**config.mk**
```make
export PLATFORM = sky130hd
export DESIGN_NAME = attn_top
export DESIGN_NICKNAME = d
export VERILOG_FILES = /design/src/common/attn_pkg.sv /design/src/common/attn_seq_if.sv /design/src/attn_addr_gen.sv /design/src/attn_ctrl.sv /design/src/attn_mac.sv /design/src/attn_top.sv /design/src/attn_writeback.sv
export VERILOG_INCLUDE_DIRS = /design/src /design/src/common
export SDC_FILE = /design/constraint.sdc
export NUM_CORES = 2
export LEC_CHECK = 0
export BUFFER_PORTS_ARGS = -buffer_cell sky130_fd_sc_hd__buf_2
export CAP_MARGIN = 40
export CORE_MARGIN = 3
export CORE_UTILIZATION = 60
export CTS_BUF_LIST = sky130_fd_sc_hd__clkbuf_8
export DETAILED_ROUTE_END_ITERATION = 7
export PLACE_DENSITY = 0.84
export SYNTH_ARGS = -nofsm -noshare
export SYNTH_HDL_FRONTEND = slang
export SYNTH_SLANG_ARGS = --single-unit
```
**constraint.sdc**
```tcl
create_clock -name clk -period 14.8 [get_ports clk]
set_clock_uncertainty 0.1 [all_clocks]
set_input_delay 2.96 -clock clk [delete_from_list [all_inputs] [get_ports clk]]
set_output_delay 2.96 -clock clk [all_outputs]
set_load 0.1 [all_outputs]
```
**src/common/attn_defs.svh**
```systemverilog
`ifndef ATTN_DEFS_SVH
`define ATTN_DEFS_SVH

// SRAM word and address widths
`define ATTN_WORD_W 32
`define ATTN_ADDR_W 12

// Each dimension field in a header word
`define ATTN_DIM_W 16

// Header word layout with rows in the upper half
`define ATTN_ROWS_MSB 31
`define ATTN_ROWS_LSB 16

// Columns in the lower half
`define ATTN_COLS_MSB 15
`define ATTN_COLS_LSB 0

`endif

```
**src/common/attn_pkg.sv**
```systemverilog
`include "attn_defs.svh"

package attn_pkg;

  // Data, address and dimension words
  typedef logic [`ATTN_WORD_W-1:0] word_t;
  typedef logic [`ATTN_ADDR_W-1:0] addr_t;
  typedef logic [`ATTN_DIM_W-1:0]  dim_t;

  // Controller states
  typedef enum logic [2:0] {
    IDLE,
    DIM_REQ,
    DIM_LOAD,
    MAC,
    DRAIN,
    WRITE,
    DONE
  } state_t;

  // Operations of one run, in order
  typedef enum logic [1:0] {
    PH_Q,
    PH_K,
    PH_V,
    PH_S
  } phase_t;

endpackage

```
**src/common/attn_seq_if.sv**
```systemverilog
`timescale 1ns/100ps
`include "attn_defs.svh"

interface attn_seq_if (
  input logic clk
);

  // Sequencing from the controller
  logic             load_dims;
  attn_pkg::phase_t phase;
  logic             start_phase;
  logic             step;
  logic             acc_en;
  logic             acc_first;
  logic             wr_strobe;

  // Loop status from the address generator
  logic             last_k;
  logic             last_elem;

  modport ctrl (
    input  clk,
    input  last_k,
    input  last_elem,
    output load_dims,
    output phase,
    output start_phase,
    output step,
    output acc_en,
    output acc_first,
    output wr_strobe
  );

  modport addr (
    input  clk,
    input  load_dims,
    input  phase,
    input  start_phase,
    input  step,
    output last_k,
    output last_elem
  );

  // Shared by the MAC and the write-back
  modport mac (
    input clk,
    input phase,
    input start_phase,
    input acc_en,
    input acc_first,
    input wr_strobe
  );

endinterface

```
**src/attn_addr_gen.sv**
```systemverilog
`timescale 1ns/100ps
`include "attn_defs.svh"

module attn_addr_gen (
  input  logic            clk,
  input  logic            reset_n,
  attn_seq_if.addr        seq,
  input  attn_pkg::word_t a_rdata,
  input  attn_pkg::word_t b_rdata,
  output attn_pkg::addr_t a_addr,
  output attn_pkg::addr_t b_addr
);

  localparam attn_pkg::dim_t  DIM_ONE  = 1;
  localparam attn_pkg::addr_t ADDR_ONE = 1;

  attn_pkg::dim_t  n_dim;
  attn_pkg::dim_t  d_dim;
  attn_pkg::dim_t  e_dim;
  attn_pkg::dim_t  k_cnt;
  attn_pkg::dim_t  col_cnt;
  attn_pkg::dim_t  row_cnt;
  attn_pkg::dim_t  k_len;
  attn_pkg::dim_t  col_len;
  attn_pkg::addr_t a_ptr;
  attn_pkg::addr_t a_row_base;
  attn_pkg::addr_t b_ptr;
  attn_pkg::addr_t b_mat_base;
  logic            k_end;
  logic            col_end;
  logic            row_end;
  logic            last_elem_q;

  // Header words arrive one cycle after address 0
  always_ff @(posedge clk)
  begin
    if (seq.load_dims)
    begin
      n_dim <= a_rdata[`ATTN_ROWS_MSB:`ATTN_ROWS_LSB];
      d_dim <= a_rdata[`ATTN_COLS_MSB:`ATTN_COLS_LSB];
      e_dim <= b_rdata[`ATTN_COLS_MSB:`ATTN_COLS_LSB];
    end
  end

  // Scores walk rows of Q and K, so the inner length is E
  assign k_len   = (seq.phase == attn_pkg::PH_S) ? e_dim : d_dim;
  assign col_len = (seq.phase == attn_pkg::PH_S) ? n_dim : e_dim;
  assign k_end   = (k_cnt == k_len - DIM_ONE);
  assign col_end = (col_cnt == col_len - DIM_ONE);
  assign row_end = (row_cnt == n_dim - DIM_ONE);

  // --------------------
  always_ff @(posedge clk)
  begin
    if (!reset_n)
    begin
      k_cnt       <= '0;
      col_cnt     <= '0;
      row_cnt     <= '0;
      a_ptr       <= '0;
      a_row_base  <= '0;
      b_ptr       <= '0;
      b_mat_base  <= '0;
      last_elem_q <= 1'b0;
    end
    else if (seq.start_phase)
    begin
      k_cnt       <= '0;
      col_cnt     <= '0;
      row_cnt     <= '0;
      last_elem_q <= 1'b0;
      case (seq.phase)
        // Run start, Q reads I and Wq from address 1
        attn_pkg::PH_S:
        begin
          a_ptr      <= ADDR_ONE;
          a_row_base <= ADDR_ONE;
          b_ptr      <= ADDR_ONE;
          b_mat_base <= ADDR_ONE;
        end
        // Scores read Q and K from address 0
        attn_pkg::PH_V:
        begin
          a_ptr      <= '0;
          a_row_base <= '0;
          b_ptr      <= '0;
          b_mat_base <= '0;
        end
        // Next weight matrix starts right where the last one ended
        default:
        begin
          a_ptr      <= ADDR_ONE;
          a_row_base <= ADDR_ONE;
          b_mat_base <= b_ptr;
        end
      endcase
    end
    else if (seq.step)
    begin
      if (!k_end)
      begin
        k_cnt <= k_cnt + DIM_ONE;
        a_ptr <= a_ptr + ADDR_ONE;
        b_ptr <= b_ptr + ADDR_ONE;
      end
      else
      begin
        k_cnt <= '0;
        if (!col_end)
        begin
          // Same row again, next column
          col_cnt <= col_cnt + DIM_ONE;
          a_ptr   <= a_row_base;
          b_ptr   <= b_ptr + ADDR_ONE;
        end
        else if (!row_end)
        begin
          col_cnt    <= '0;
          row_cnt    <= row_cnt + DIM_ONE;
          a_ptr      <= a_ptr + ADDR_ONE;
          a_row_base <= a_ptr + ADDR_ONE;
          b_ptr      <= b_mat_base;
        end
        else
        begin
          // Last dot product of the phase, park at the header address
          col_cnt     <= '0;
          row_cnt     <= '0;
          last_elem_q <= 1'b1;
          a_ptr       <= '0;
          a_row_base  <= '0;
          b_ptr       <= (seq.phase == attn_pkg::PH_S) ? '0 : b_ptr + ADDR_ONE;
        end
      end
    end
  end

  assign seq.last_k    = k_end;
  assign seq.last_elem = last_elem_q;

  assign a_addr = a_ptr;
  assign b_addr = b_ptr;

endmodule

```
**src/attn_ctrl.sv**
```systemverilog
`timescale 1ns/100ps

module attn_ctrl (
  input  logic     clk,
  input  logic     reset_n,
  input  logic     dut_valid,
  output logic     dut_ready,
  attn_seq_if.ctrl seq
);

  attn_pkg::state_t state;
  attn_pkg::state_t state_next;
  attn_pkg::phase_t phase;
  logic             start_phase;
  logic             load_dims;
  logic             step;
  logic             wr_strobe;
  logic             acc_en_q;
  logic             acc_first_q;

  // --------------------
  // State register
  always_ff @(posedge clk)
  begin
    if (!reset_n)
      state <= attn_pkg::IDLE;
    else
      state <= state_next;
  end

  // Next state and per-state pulses
  always_comb
  begin
    state_next  = state;
    start_phase = 1'b0;
    load_dims   = 1'b0;
    step        = 1'b0;
    wr_strobe   = 1'b0;
    case (state)
      attn_pkg::IDLE:
      begin
        if (dut_valid)
          state_next = attn_pkg::DIM_REQ;
      end
      attn_pkg::DIM_REQ:
        state_next = attn_pkg::DIM_LOAD;
      attn_pkg::DIM_LOAD:
      begin
        load_dims   = 1'b1;
        start_phase = 1'b1;
        state_next  = attn_pkg::MAC;
      end
      attn_pkg::MAC:
      begin
        step = 1'b1;
        if (seq.last_k)
          state_next = attn_pkg::DRAIN;
      end
      attn_pkg::DRAIN:
        state_next = attn_pkg::WRITE;
      attn_pkg::WRITE:
      begin
        wr_strobe = 1'b1;
        if (!seq.last_elem)
          state_next = attn_pkg::MAC;
        else if (phase == attn_pkg::PH_S)
          state_next = attn_pkg::DONE;
        else
        begin
          start_phase = 1'b1;
          state_next  = attn_pkg::MAC;
        end
      end
      default:
        state_next = attn_pkg::IDLE;
    endcase
  end

  // --------------------
  // Phase advances on each start pulse, S wraps back to Q
  always_ff @(posedge clk)
  begin
    if (!reset_n)
      phase <= attn_pkg::PH_S;
    else if (start_phase)
      phase <= attn_pkg::phase_t'(phase + 2'd1);
  end

  // Accumulate one cycle behind the read address
  always_ff @(posedge clk)
  begin
    if (!reset_n)
    begin
      acc_en_q    <= 1'b0;
      acc_first_q <= 1'b0;
    end
    else
    begin
      acc_en_q    <= (state == attn_pkg::MAC);
      acc_first_q <= (state == attn_pkg::MAC) && !acc_en_q;
    end
  end

  assign seq.phase       = phase;
  assign seq.start_phase = start_phase;
  assign seq.load_dims   = load_dims;
  assign seq.step        = step;
  assign seq.wr_strobe   = wr_strobe;
  assign seq.acc_en      = acc_en_q;
  assign seq.acc_first   = acc_first_q;

  assign dut_ready = (state == attn_pkg::IDLE) || (state == attn_pkg::DONE);

endmodule

```
**src/attn_mac.sv**
```systemverilog
`timescale 1ns/100ps

module attn_mac (
  input  logic            clk,
  input  logic            reset_n,
  attn_seq_if.mac         seq,
  input  attn_pkg::word_t in_rdata,
  input  attn_pkg::word_t wt_rdata,
  input  attn_pkg::word_t res_rdata,
  input  attn_pkg::word_t scr_rdata,
  output attn_pkg::word_t acc
);

  attn_pkg::word_t op_a;
  attn_pkg::word_t op_b;
  attn_pkg::word_t product;
  logic            scores;

  // --------------------
  // Operand select
  assign scores = (seq.phase == attn_pkg::PH_S);

  // Q rows against K rows for scores, I against weights otherwise
  assign op_a = scores ? res_rdata : in_rdata;
  assign op_b = scores ? scr_rdata : wt_rdata;

  // Wraps modulo 2^32
  assign product = op_a * op_b;

  // --------------------
  // Accumulator
  always_ff @(posedge clk)
  begin
    if (!reset_n)
      acc <= '0;
    else if (seq.acc_en)
    begin
      // First element restarts the sum
      if (seq.acc_first)
        acc <= product;
      else
        acc <= acc + product;
    end
  end

endmodule

```
**src/attn_top.sv**
```systemverilog
`timescale 1ns/100ps
`include "attn_defs.svh"

module attn_top (
  input  logic                    clk,
  input  logic                    reset_n,
  input  logic                    dut_valid,
  output logic                    dut_ready,

  output logic                    sram_input_write_enable,
  output logic [`ATTN_ADDR_W-1:0] sram_input_write_address,
  output logic [`ATTN_WORD_W-1:0] sram_input_write_data,
  output logic [`ATTN_ADDR_W-1:0] sram_input_read_address,
  input  logic [`ATTN_WORD_W-1:0] sram_input_read_data,

  output logic                    sram_weight_write_enable,
  output logic [`ATTN_ADDR_W-1:0] sram_weight_write_address,
  output logic [`ATTN_WORD_W-1:0] sram_weight_write_data,
  output logic [`ATTN_ADDR_W-1:0] sram_weight_read_address,
  input  logic [`ATTN_WORD_W-1:0] sram_weight_read_data,

  output logic                    sram_result_write_enable,
  output logic [`ATTN_ADDR_W-1:0] sram_result_write_address,
  output logic [`ATTN_WORD_W-1:0] sram_result_write_data,
  output logic [`ATTN_ADDR_W-1:0] sram_result_read_address,
  input  logic [`ATTN_WORD_W-1:0] sram_result_read_data,

  output logic                    sram_scratchpad_write_enable,
  output logic [`ATTN_ADDR_W-1:0] sram_scratchpad_write_address,
  output logic [`ATTN_WORD_W-1:0] sram_scratchpad_write_data,
  output logic [`ATTN_ADDR_W-1:0] sram_scratchpad_read_address,
  input  logic [`ATTN_WORD_W-1:0] sram_scratchpad_read_data
);

  attn_pkg::addr_t a_addr;
  attn_pkg::addr_t b_addr;
  attn_pkg::word_t acc;

  attn_seq_if seq_if (.clk(clk));

  attn_ctrl u_ctrl (
    .clk       (clk),
    .reset_n   (reset_n),
    .dut_valid (dut_valid),
    .dut_ready (dut_ready),
    .seq       (seq_if.ctrl)
  );

  attn_addr_gen u_addr_gen (
    .clk     (clk),
    .reset_n (reset_n),
    .seq     (seq_if.addr),
    .a_rdata (sram_input_read_data),
    .b_rdata (sram_weight_read_data),
    .a_addr  (a_addr),
    .b_addr  (b_addr)
  );

  attn_mac u_mac (
    .clk       (clk),
    .reset_n   (reset_n),
    .seq       (seq_if.mac),
    .in_rdata  (sram_input_read_data),
    .wt_rdata  (sram_weight_read_data),
    .res_rdata (sram_result_read_data),
    .scr_rdata (sram_scratchpad_read_data),
    .acc       (acc)
  );

  attn_writeback u_writeback (
    .clk       (clk),
    .reset_n   (reset_n),
    .seq       (seq_if.mac),
    .acc       (acc),
    .res_we    (sram_result_write_enable),
    .scr_we    (sram_scratchpad_write_enable),
    .res_waddr (sram_result_write_address),
    .scr_waddr (sram_scratchpad_write_address),
    .res_wdata (sram_result_write_data),
    .scr_wdata (sram_scratchpad_write_data)
  );

  // --------------------
  // A side feeds I or Q, B side feeds weights or K
  assign sram_input_read_address      = a_addr;
  assign sram_result_read_address     = a_addr;
  assign sram_weight_read_address     = b_addr;
  assign sram_scratchpad_read_address = b_addr;

  // Input and weight SRAMs are read only
  assign sram_input_write_enable   = 1'b0;
  assign sram_input_write_address  = '0;
  assign sram_input_write_data     = '0;
  assign sram_weight_write_enable  = 1'b0;
  assign sram_weight_write_address = '0;
  assign sram_weight_write_data    = '0;

endmodule

```
**src/attn_writeback.sv**
```systemverilog
`timescale 1ns/100ps

module attn_writeback (
  input  logic            clk,
  input  logic            reset_n,
  attn_seq_if.mac         seq,
  input  attn_pkg::word_t acc,
  output logic            res_we,
  output logic            scr_we,
  output attn_pkg::addr_t res_waddr,
  output attn_pkg::addr_t scr_waddr,
  output attn_pkg::word_t res_wdata,
  output attn_pkg::word_t scr_wdata
);

  localparam attn_pkg::addr_t ADDR_ONE = 1;

  attn_pkg::addr_t res_ptr;
  attn_pkg::addr_t scr_ptr;
  logic            run_start;
  logic            scr_hit;

  // Start pulse leaving PH_S begins a new run with Q
  assign run_start = seq.start_phase && (seq.phase == attn_pkg::PH_S);

  // K also goes to the scratchpad
  assign scr_hit = seq.wr_strobe && (seq.phase == attn_pkg::PH_K);

  // --------------------
  // Write pointers
  always_ff @(posedge clk)
  begin
    if (!reset_n)
    begin
      res_ptr <= '0;
      scr_ptr <= '0;
    end
    else if (run_start)
    begin
      res_ptr <= '0;
      scr_ptr <= '0;
    end
    else
    begin
      // Q, K, V and S land back to back
      if (seq.wr_strobe)
        res_ptr <= res_ptr + ADDR_ONE;
      if (scr_hit)
        scr_ptr <= scr_ptr + ADDR_ONE;
    end
  end

  // --------------------
  assign res_we    = seq.wr_strobe;
  assign res_waddr = res_ptr;
  assign res_wdata = acc;

  assign scr_we    = scr_hit;
  assign scr_waddr = scr_ptr;
  assign scr_wdata = acc;

endmodule
```
After elaboration in Yosys (flattened, before gate mapping)
Cells that the tools add are included.

storage, ports and cells
  register bits = 208
  input port bits = 131
  output and inout port bits = 229
  logic and storage cells = 96

operators by class
  add/sub/neg operators = 12
  multiply operators = 1
  eq/ne operators = 14
  muxes and demuxes = 35
  bitwise operators = 1
  reductions and logical operators = 15

operators with widths
  operator                                              count
  two-way mux 12 bit                                    14
  two-way mux 32 bit                                    3
  two-way mux 16 bit                                    5
  adder 12 x 1 -> 12 bit (second input constant)        4
  adder 16 x 1 -> 16 bit (second input constant)        3
  equality test 16 bit                                  3
  subtractor 16 x 1 -> 16 bit (second input constant)   3
  adder 32 bit                                          1
  multiplier 32 x 32 -> 32 bit                          1
  one-hot mux 12 bit (2 select lines)                   1
  one-hot mux 3 bit (6 select lines)                    1
  two-way mux 3 bit                                     4
  equality test 3 bit (second input constant)           3
  equality test 3 x 2 -> 1 bit (second input constant)  2
  two-way mux 1 bit                                     6
  AND reduction 2 bit                                   3
  equality test 2 bit (second input constant)           2
  inequality test 2 bit (second input constant)         2
  AND reduction 4 bit                                   1
  nonzero test 2 bit                                    2
  OR reduction 2 bit                                    2
  equality test 3 x 1 -> 1 bit (second input constant)  1
  logical AND 1 bit                                     3
  logical NOT 3 bit                                     1
  7 further kinds                                       7

Logic depth before layout (Yosys ltp)
  word-level depth = 8
  gate-level depth with buffers = 45
  depth with buffers taken out = 38

Cells and area by module
From an unflattened synthesis, not the netlist that was laid out.

unflattened totals
  cell total of the unflattened synthesis = 3633
  area total of the unflattened synthesis = 30965.9 um^2

by module, submodules not included
  module          instances  cells each  area an instance (um^2)  seq. area each (um^2)
  attn_mac        1          2304        19224.7                  640.6
  attn_addr_gen   1          993         8897.3                   3383.2
  attn_writeback  1          180         1574.0                   480.5
  attn_top        1          115         859.6                    0.0
  attn_ctrl       1          41          410.4                    140.1

Worst setup path before layout
OpenSTA, ideal clock, no wires.

  path kind = input to register
  start point = in sram_scratchpad_read_data[2]
  end point = reg u_mac.acc[31]
  setup time = 125 ps
  arrival = 11636 ps
  data required time = 14575 ps
  slack = 2939 ps
  stages = 34
  buffers on the path = 2
  cell sequence = mux2i_1 -> clkbuf_1 -> buf_1 -> nor2_1 -> fa_1 -> inv_1 -> fa_1 -> fa_1 -> fa_1 -> inv_1 -> fa_1 -> inv_1 -> fa_1 -> inv_1 -> fa_1 -> fa_1 -> ha_1 -> and3_1 -> nand3_1 -> or4_1 -> o211a_1 -> nand2_1 -> o21ai_0 -> nor2b_1 -> xnor2_1 -> ha_1 -> o311ai_0 -> nand2b_1 -> o41ai_1 -> o21ai_0 -> a21o_1 -> a21oi_1 -> nor2_1 -> o41a_1

between the ends
  longest elaborated chain between the ends = 4

ends and longest elaborated chain
  element                         RTL line        RTL
  from (decl)                     attn_top.sv:32  input logic [`ATTN_WORD_W-1:0] sram_scratchpad_read_data
  two-way mux 32 bit *            attn_mac.sv:25  assign op_b = scores ? scr_rdata : wt_rdata;
  multiplier 32 x 32 -> 32 bit *  attn_mac.sv:28  assign product = op_a * op_b;
  adder 32 bit                    attn_mac.sv:42  acc <= acc + product;
  two-way mux 32 bit *            attn_mac.sv:39  if (seq.acc_first)
  to (signal assigned)            attn_mac.sv:40  acc <= product;
  to (signal assigned)            attn_mac.sv:42
  to (decl)                       attn_mac.sv:11  output attn_pkg::word_t acc

Mark *: on every way between the ends. The rest lies on a longest branch, timed or not.
A chain may end at the register's enable or synchronous reset.

Worst setup path in the final report
  start point = in sram_weight_read_data[5]
  end point = reg u_mac.acc[31]

between the ends
  longest elaborated chain between the ends = 4

ends and longest elaborated chain
  element                         RTL line        RTL
  from (decl)                     attn_top.sv:20  input logic [`ATTN_WORD_W-1:0] sram_weight_read_data,
  two-way mux 32 bit *            attn_mac.sv:25
  multiplier 32 x 32 -> 32 bit *  attn_mac.sv:28
  adder 32 bit                    attn_mac.sv:42
  two-way mux 32 bit *            attn_mac.sv:39

Marked as above.

==> results.py <==
metrics = {
    "outcome": {
        "outcome": "finished, final reports clean",
    },
    "cts": {
        "cts_resized": 0,
        "postCtsSetupBuffers": 0,
        "cts_buffers": 39,
        "htree_levels": 2,
        "cts_hold_buf": 0,
        "clk_latency_ps": 610,
        "root_buffer": "clkbuf_8",
        "cts_tree": "built",
        "clk_pin_slew_ps": 60,
        "clock_sinks": 208,
        "clock_path_buffers": 3,
    },
    "sta": {
        "finalCritPeriodShare": 0.820,
        "tns_ps": 0,
        "fmax_ghz": 0.0824,
        "finalSetupViolations": 0,
        "finalCriticalPeriod_ps": 12130,
        "max_slew.worst_pin.slew_ps": 993,
        "final-hold-violation-count": 0,
        "slew_viol_final": 0,
        "grt_setup_unrepaired": "no",
        "relSlewSlack": 0.325,
    },
    "die": {
        "dieWidth_um": 229,
        "chipHeight_um": 229,
        "num_rows": 80,
        "initial_core_util": 0.615,
        "die_area_sq_um": 52300,
        "core_sq_um": 48300,
        "io_pins": 360,
    },
    "yosys": {
        "synthCells": 3427,
        "synth.avg_cell_area_sq_um": 8.68,
        "synth_edf_count": 48,
        "synthFlopType": "dfxtp_1",
        "synth-seq-cells": 208,
        "synth_cell_types": 87,
        "yosysSeqAreaShare": 0.156,
        "async_flop_share": 0,
        "synth_area_sq_um": 29800,
        "yosysWarnings": 0,
    },
    "worst_setup_path": {
        "cp.arrival_ps": 12510,
        "required_ps": 15180,
        "worstPathMaxFanout": 13,
        "cp-start-kind": "input pin",
        "slowest_delay_ps": 600,
        "cpMaxStageDelayCell": "o41ai_1",
        "crit_type": "in2reg",
        "path_common_cell": "fa_1",
        "cp-end-kind": "flop",
    },
    "route": {
        "routed-wl-met3_um": 9720,
        "wl_met1_um": 31000,
        "highest_layer": "met4",
        "wl_um": 86800,
        "drc": 0,
        "routed-wl-met2_um": 40600,
        "drtPass1Iterations": 5,
        "viasPerCell": 5.82,
        "ant_nets": 0,
        "drt_iter0_drc": 2517,
        "wl_per_cell_um": 20.2,
        "vias": 25003,
    },
    "global_route": {
        "grt.total_usage": 0.330,
        "grt_overflow": 0,
        "grt_pass1_wl_um": 136000,
        "grt_pass1_vias": 24796,
        "grt_max_degree": 70,
        "antenna_found_initial": 5,
    },
    "placed_design": {
        "dp_hpwl_um": 68900,
        "portBuffers": 269,
        "place_congestion": 1.10,
    },
    "final_layout": {
        "layout_common_cells": "nor2_1 (476), inv_1 (434), fa_1 (409)",
        "nets": 4313,
        "drive_above_1_share": 0.132,
        "areaGrowthSynthToFinish_pct": 6.86,
        "final_common_cell": "nor2_1",
    },
    "flow_run": {
        "drv_cap": 0,
    },
    "min_path": {
        "min_path_type": "reg2reg",
    },
}
cell families after synthesis:
family | Yosys count | share of synthesized area
adder cells (fa/ha/maj) | 578 | 0.346
flip-flops | 208 | 0.156
other | 1 | 0.000126
multiplexers | 157 | 0.0561
buffers and inverters | 692 | 0.111
XOR/XNOR | 258 | 0.0764
AO/OA/AOI/OAI | 395 | 0.0846
AND/OR/NAND/NOR | 1138 | 0.169
worst paths after layout:
check	end	start	cells after the start	slack, ps
setup / recovery	u_mac.acc[31]	sram_weight_read_data[5]	34	2670
setup reg to reg	u_mac.acc[31]	u_ctrl.seq.phase[1]	35	3280
hold / removal	u_addr_gen.a_row_base[7]	u_addr_gen.a_row_base[7]	2	360
hold reg to reg	u_addr_gen.a_row_base[7]	u_addr_gen.a_row_base[7]	2	360
registers in the layout (all words and copies together), names as in the netlist, 16 cells and up:
register / flops
u_addr_gen.n_dim: 16
u_mac.acc: 32
u_addr_gen.row_cnt: 16
u_addr_gen.col_cnt: 16
u_addr_gen.e_dim: 16
u_addr_gen.d_dim: 16
u_addr_gen.k_cnt: 16
worst max-delay path: cells and delay by family:
| kind | cells | cell delay [ps] |
|---|---|---|
| compound gates | 8 | 2090 |
| xor+xnor | 1 | 190 |
| fa+ha+maj | 10 | 4640 |
| buf+inv | 6 | 650 |
| mux | 1 | 540 |
| simple gates | 8 | 1430 |
per-layer routing:
metal	up-vias	global-route usage
li1	11145	-
met1	12082	0.409
met2	1420	0.529
met3	356	0.0885
met4	0	0.175
met5	-	0
per-stage QoR:
stage,instances,worst slack [ps],utilization,hold WS (ps),cell area (sq um)
2_1_floorplan,3516,2940,-,332,30100
3_3_place_gp,4213,2360,0.639,338,30900
3_5_place_dp,4219,2180,0.641,348,31000
4_1_cts,4290,2780,0.657,356,31800
5_1_grt,4295,2120,0.658,383,31800
6_report,4295,2670,0.658,358,31800
cell type report:
class	instances	area (sq um)
Timing Repair Buffer	313	1720
Antenna cell	5	12.5
Fill cell	3973	16500
Clock buffer	47	647
Sequential cell	208	4650
Tap cell	656	821
Multi-Input combinational cell	2616	22200
Inverter	426	1600
Clock inverter	24	151
Yosys cell counts, types with 91 or more instances:
cell     number  area, sq um
xnor2_1     161         1410
inv_1       425         1600
a21oi_1     130          651
nand2_1     369         1390
buf_4       147         1100
dfxtp_1     160         3200
xor2_1       96          841
nor2_1      477         1790
fa_1        409         8190
mux2i_1      94          941
ha_1        169         2110
o21ai_0      91          455
Power is left out: the tool's default activity adds up to more than one toggle a clock period on the data nets, which glitch-free logic cannot reach.
